**config.mk**
```make
export PLATFORM = sky130hd
export DESIGN_NAME = riscv_ppreg_em
export DESIGN_NICKNAME = d
export VERILOG_FILES = /design/src/rtl/riscv_em_pkg.sv /design/src/rtl/riscv_ppreg_em.sv
export VERILOG_INCLUDE_DIRS = /design/src /design/src/rtl
export SDC_FILE = /design/constraint.sdc
export NUM_CORES = 1
export LEC_CHECK = 0
export ABC_AREA = 1
export BUFFER_PORTS_ARGS = -buffer_cell sky130_fd_sc_hd__buf_2
export CAP_MARGIN = 40
export CORE_AREA = 2 2 121 123
export CTS_CLUSTER_SIZE = 24
export DETAILED_ROUTE_END_ITERATION = 10
export DIE_AREA = 0 0 123 125
export GPL_ROUTABILITY_DRIVEN = 0
export PLACE_DENSITY = 0.84
export SLEW_MARGIN = 20
export SYNTH_ARGS = -nofsm -noshare
export SYNTH_HDL_FRONTEND = slang
export SYNTH_SLANG_ARGS = --single-unit
```
**constraint.sdc**
```tcl
create_clock -name i_riscv_em_clk -period 8.65 [get_ports i_riscv_em_clk]
set_input_delay 1.73 -clock i_riscv_em_clk [delete_from_list [all_inputs] [get_ports i_riscv_em_clk]]
set_output_delay 1.73 -clock i_riscv_em_clk [all_outputs]
set_load 0.02 [all_outputs]
```
**src/rtl/riscv_em_cfg.svh**
```systemverilog
`ifndef RISCV_EM_CFG_SVH
`define RISCV_EM_CFG_SVH

// data and address width.
`define RISCV_EM_XLEN 64

// 64-bit words in the data memory.
`define RISCV_EM_DMEM_WORDS 64

// tag carried with each operation.
`define RISCV_EM_TAG_W 8

`endif

```
**src/rtl/riscv_em_pkg.sv**
```systemverilog
`include "riscv_em_cfg.svh"

package riscv_em_pkg;

    // operations; encodings 8 to 15 are illegal.
    typedef enum logic [3:0] {
        OP_ADD   = 4'd0,
        OP_SUB   = 4'd1,
        OP_AND   = 4'd2,
        OP_OR    = 4'd3,
        OP_XOR   = 4'd4,
        OP_SLL   = 4'd5,
        OP_LOAD  = 4'd6,
        OP_STORE = 4'd7
    } em_op_e;

    typedef enum logic [1:0] {
        SZ_BYTE = 2'd0,
        SZ_HALF = 2'd1,
        SZ_WORD = 2'd2,
        SZ_DBL  = 2'd3
    } em_size_e;

    typedef enum logic [1:0] {
        TRAP_NONE        = 2'd0,
        TRAP_ILLEGAL     = 2'd1,
        TRAP_LD_MISALIGN = 2'd2,
        TRAP_ST_MISALIGN = 2'd3
    } em_trap_e;

    typedef enum logic {
        ST_RUN   = 1'b0,
        ST_DRAIN = 1'b1
    } em_state_e;

    typedef struct packed {
        logic [`RISCV_EM_TAG_W-1:0] tag;
        em_op_e                     op;
        em_size_e                   size;
        logic                       is_unsigned;
        logic [`RISCV_EM_XLEN-1:0]  rs1;
        logic [`RISCV_EM_XLEN-1:0]  rs2;
        logic [`RISCV_EM_XLEN-1:0]  imm;
        logic [4:0]                 rd;
        logic                       regw;
    } em_issue_t;

    typedef struct packed {
        logic                       valid;
        logic [`RISCV_EM_TAG_W-1:0] tag;
        em_op_e                     op;
        em_size_e                   size;
        logic                       is_unsigned;
        logic [`RISCV_EM_XLEN-1:0]  result;      // alu value or address.
        logic [`RISCV_EM_XLEN-1:0]  storedata;
        logic [4:0]                 rd;
        logic                       regw;
        em_trap_e                   trap;
    } em_exmem_t;

    typedef struct packed {
        logic [`RISCV_EM_TAG_W-1:0] tag;
        logic [4:0]                 rd;
        logic                       regw;
        logic [`RISCV_EM_XLEN-1:0]  data;
        em_trap_e                   trap;
    } em_retire_t;

endpackage

```
**src/rtl/riscv_ppreg_em.sv**
```systemverilog
`timescale 1ns/1ns

module riscv_ppreg_em (
    input  logic                    i_riscv_em_clk,
    input  logic                    i_riscv_em_rst,
    input  logic                    i_riscv_em_en,     // high holds the entry.
    input  logic                    i_riscv_em_flush,
    input  riscv_em_pkg::em_exmem_t i_riscv_em_d,
    output riscv_em_pkg::em_exmem_t o_riscv_em_q
);

    // flush wins over hold so a stalled entry can still be killed.
    always_ff @(posedge i_riscv_em_clk or posedge i_riscv_em_rst)
    begin
        if (i_riscv_em_rst)
        begin
            o_riscv_em_q <= '0;
        end
        else if (i_riscv_em_flush)
        begin
            o_riscv_em_q <= '0;
        end
        else if (!i_riscv_em_en)
        begin
            o_riscv_em_q <= i_riscv_em_d;
        end
    end

endmodule

```
* Yosys cells after proc, flatten, opt, wreduce, memory -nomap -nowiden
Cells that the tools add are included.
** Word-level totals
- Output and inout port bits :: 152
- Register bits :: 152
- Bits of input ports :: 156
- Word-level logic and storage cells :: 13
** Operators by class
- Eq/ne operators :: 1
- Multiplexer cells :: 2
** Operators by type and width (number)
- $mux 152 :: 2
- $ne 2x1->1 const B :: 1

* Logic depth before layout (Yosys ltp)
- Depth in word-level cells :: 2
- Gate-level depth with buffers :: 6

* Least setup slack after synthesis
No wires, ideal clock.
- Path kind :: in2reg
- Start :: in i_riscv_em_en
- End :: reg o_riscv_em_q[100] (netlist bit)
- Data arrival time :: 2381 ps
- Slack :: 6204 ps
- Stages on the path :: 6
- Data required time :: 8584 ps
- Setup time :: 66 ps
- Path through :: buf_4 nor2_4 buf_6 buf_6 nand2_1 nand2_1
** Between the ends
- Cells in the longest elaborated chain, start to end :: 1
** RTL lines
- start, declared :: RTL line riscv_ppreg_em.sv:6 : input logic i_riscv_em_en,
- $ne 2x1->1 (no line)
- end signal, assigned :: RTL line riscv_ppreg_em.sv:25 : o_riscv_em_q <= i_riscv_em_d;
- end, declared :: RTL line riscv_ppreg_em.sv:9 : output riscv_em_pkg::em_exmem_t o_riscv_em_q
No other way between the ends.
A chain may end at the register's enable or synchronous reset.

* Worst setup path in the final report
- Start :: in i_riscv_em_en
- End :: reg o_riscv_em_q[104] (netlist bit)
Same word-level chain as after synthesis.

==> results.md <==
* Status: finished, final reports clean
* Critical Setup Path Class: input pin to flip-flop
* Fin Setup TNS at 0 ps
* Slew margin rel. at 0.468
* Worst-margin pin slew at 798 ps
* Layout cells sized above 1 at 0.364
* Die Span X at 123 um
* Largest net degree at the start of global routing at 84
* Critical path startpoint category: input pin
* Initial core utilization at 0.423
* VDD IR max at 0.000109 V
* P_leak at 5.02 nW
* Worst setup EP type: flip-flop
* Final std cells w/o fill at 1143
* Number of global-route vias before repair at 5401
* CP most frequent cell: buf_4
* Worst path arrival time at 4030 ps
* TritonCTS sink count at 152
* Core area at 14200 um^2
* Rows at 44
* Synth cell types at 11
* Setup repair bufs after CTS at 0
* Top register by number of flip-flops: o_riscv_em_q
* Yosys Warn Count at 0
* RSZ-0062 raised after global routing: false
* Final nets at 1101
* Most frequent cells in the layout: buf_2 (306), nand2_1 (304), nand3_1 (152), dfrtp_1 (152), clkbuf_16 (17)
* Max FFs per register at 152
* Max_cap viols at 0
* Comb power frac at 0.126
* Syn_nets at 816
* Cts bufs inserted at 17
* Iter 0 DRT Violations at 279
* Crit path buffers/inverters at 4
* First-pass GRT wire length at 26400 um
* Avg Cell Area, Syn at 9.11 um^2
* CP max stage cell: buf_4
* Die height at 125 um
* Avg Vias per Cell at 4.96
* Fin crit share at 0.426
* Gates resized, CTS repair at 0
* CTS HTree Levels at 4
* Power per Cell Area at 214 nW/um^2
* Worst Path Max Fanout at 76
* Clk pwr share at 0.435
* Hold depth at 2
* Cells after Synth at 660
* Most common cell after layout, fill and taps aside: buf_2
* DRC at 0
* Mapped Area at 6010 um^2
* Clock buffer depth at 2
* Port bufs at 307
* Total GRT Usage at 0.218
* Vias at 5667
* Final HPWL from detailed placement at 11300 um
* Antenna violations before repair at 1
* Post-cts hold buffer count at 0
* Die area at 15400 um^2
* Root Driver: clkbuf_16
* Critical path depth at 7
* Worst Skew at 0 ps
* Avg WL per Cell at 14.8 um
* First-pass iteration count of the detailed router at 6
* Seq pwr share at 0.439
* Worst endpoint required time at 9000 ps
* Fmax at 0.271 GHz
* Dpl ws at 4470 ps
* TritonCTS clock tree: done
* DRT Wirelength at 16900 um
* DRT antenna net count at 0
* Min Hold Slack at 501 ps
* NetSw at 0.470 mW
* Max incr delay on CP at 700 ps
* Crit-path cells: buf_4, buf_16, nor2_4, buf_4, buf_4, nand2_1, nand2_1
* I/O pin count at 308
* Post-synthesis sequential area ratio at 0.633
* Setup ws final at 4960 ps
* Inst Count DP at 1108
* Net Sw Frac at 0.267
* #FFs+latches synth at 152
* Final setup violation count at 0
* Fin. Hold Viols at 0
* Reg2Reg Depth at 2
* Int Pwr at 1.29 mW
* # fillers at 1276
* Area Growth Syn to Fin at 36.9%
* Final Slew Violations at 0
* Biggest regs: o_riscv_em_q (152)
* CP delay by family, top: buffers and inverters
* Worst hold path type: flip-flop to flip-flop
* Clock Pin Slew Worst Setup and Hold Paths at 60 ps
* Total gr overflow at 0
* Min Tclk post-route at 3690 ps
* Worst-Skew Late Latency at 420 ps
## synthesized netlist by cell type
cell,count,area [um^2]
nand2_1,304,1140
dfrtp_1,152,3800
nand3_1,152,761
buf_2,25,125
buf_1,12,45.0
buf_6,9,101
clkbuf_1,2,7.51
buf_4,1,7.51
inv_1,1,3.75
inv_2,1,3.75
nor2_4,1,11.3
## power by group through the flow
stage / Sequential [mW] / Combinational [mW] / Clock, mW
2_1_floorplan: 0.834 / 0.0754 / 0
3_3_place_gp: 0.783 / 0.217 / 0
3_5_place_dp: 0.784 / 0.221 / 0
4_1_cts: 0.772 / 0.221 / 0.782
5_1_grt: 0.777 / 0.243 / 0.819
6_report: 0.772 / 0.221 / 0.767
## kinds of logic after synthesis
family | synth area share
and+or+nand+nor | 0.318
DFF | 0.633
buffers and inverters | 0.0489
## final timing paths
path / slack, ps / endpoint / from
max: 4960 / o_riscv_em_q[104]$_DFFE_PP0P_ / i_riscv_em_en
min: 500 / o_riscv_em_q[74]$_DFFE_PP0P_ / o_riscv_em_q[74]$_DFFE_PP0P_
max reg2reg: 7950 / o_riscv_em_q[104]$_DFFE_PP0P_ / o_riscv_em_q[104]$_DFFE_PP0P_
min reg2reg: 500 / o_riscv_em_q[74]$_DFFE_PP0P_ / o_riscv_em_q[74]$_DFFE_PP0P_
max in group asynchronous: 6240 / o_riscv_em_q[131]$_DFFE_PP0P_ / i_riscv_em_rst
min in group asynchronous: 1180 / o_riscv_em_q[121]$_DFFE_PP0P_ / i_riscv_em_rst
## worst min-delay path, delay by kind of cell, from the launching register on
family / cells / cell delay [ps]
flops: 1 / 330
simple gates: 2 / 130
## cell type report
cell class | count | area (um^2) | share of cell area
Timing Repair Buffer | 315 | 1650 | 0.201
Multi-Input combinational cell | 457 | 1910 | 0.232
Clock buffer | 19 | 443 | 0.0538
Tap cell | 184 | 230 | 0.0280
Clock inverter | 13 | 170 | 0.0207
Inverter | 2 | 15.0 | 0.00182
Antenna cell | 1 | 2.50 | 0.000304
Sequential cell | 152 | 3800 | 0.462
## per-stage QoR
step | total power [mW] | area, um^2 | util
after floorplan | 0.909 | 6010 | -
after global placement | 1.00 | 7540 | 0.531
after detailed placement | 1.01 | 7560 | 0.532
after CTS | 1.78 | 8170 | 0.575
after global routing | 1.84 | 8230 | 0.579
final | 1.76 | 8230 | 0.579
## routing by layer
metal | GRT usage | part of all wire | vias to the layer above
li1 | - | - | 2681
met1 | 0.272 | 0.41 | 2678
met2 | 0.355 | 0.49 | 280
met3 | 0.0675 | 0.088 | 28
met4 | 0.0802 | 0.019 | 0
met5 | 0 | 0 | -
(Power assumes the default switching activity.)
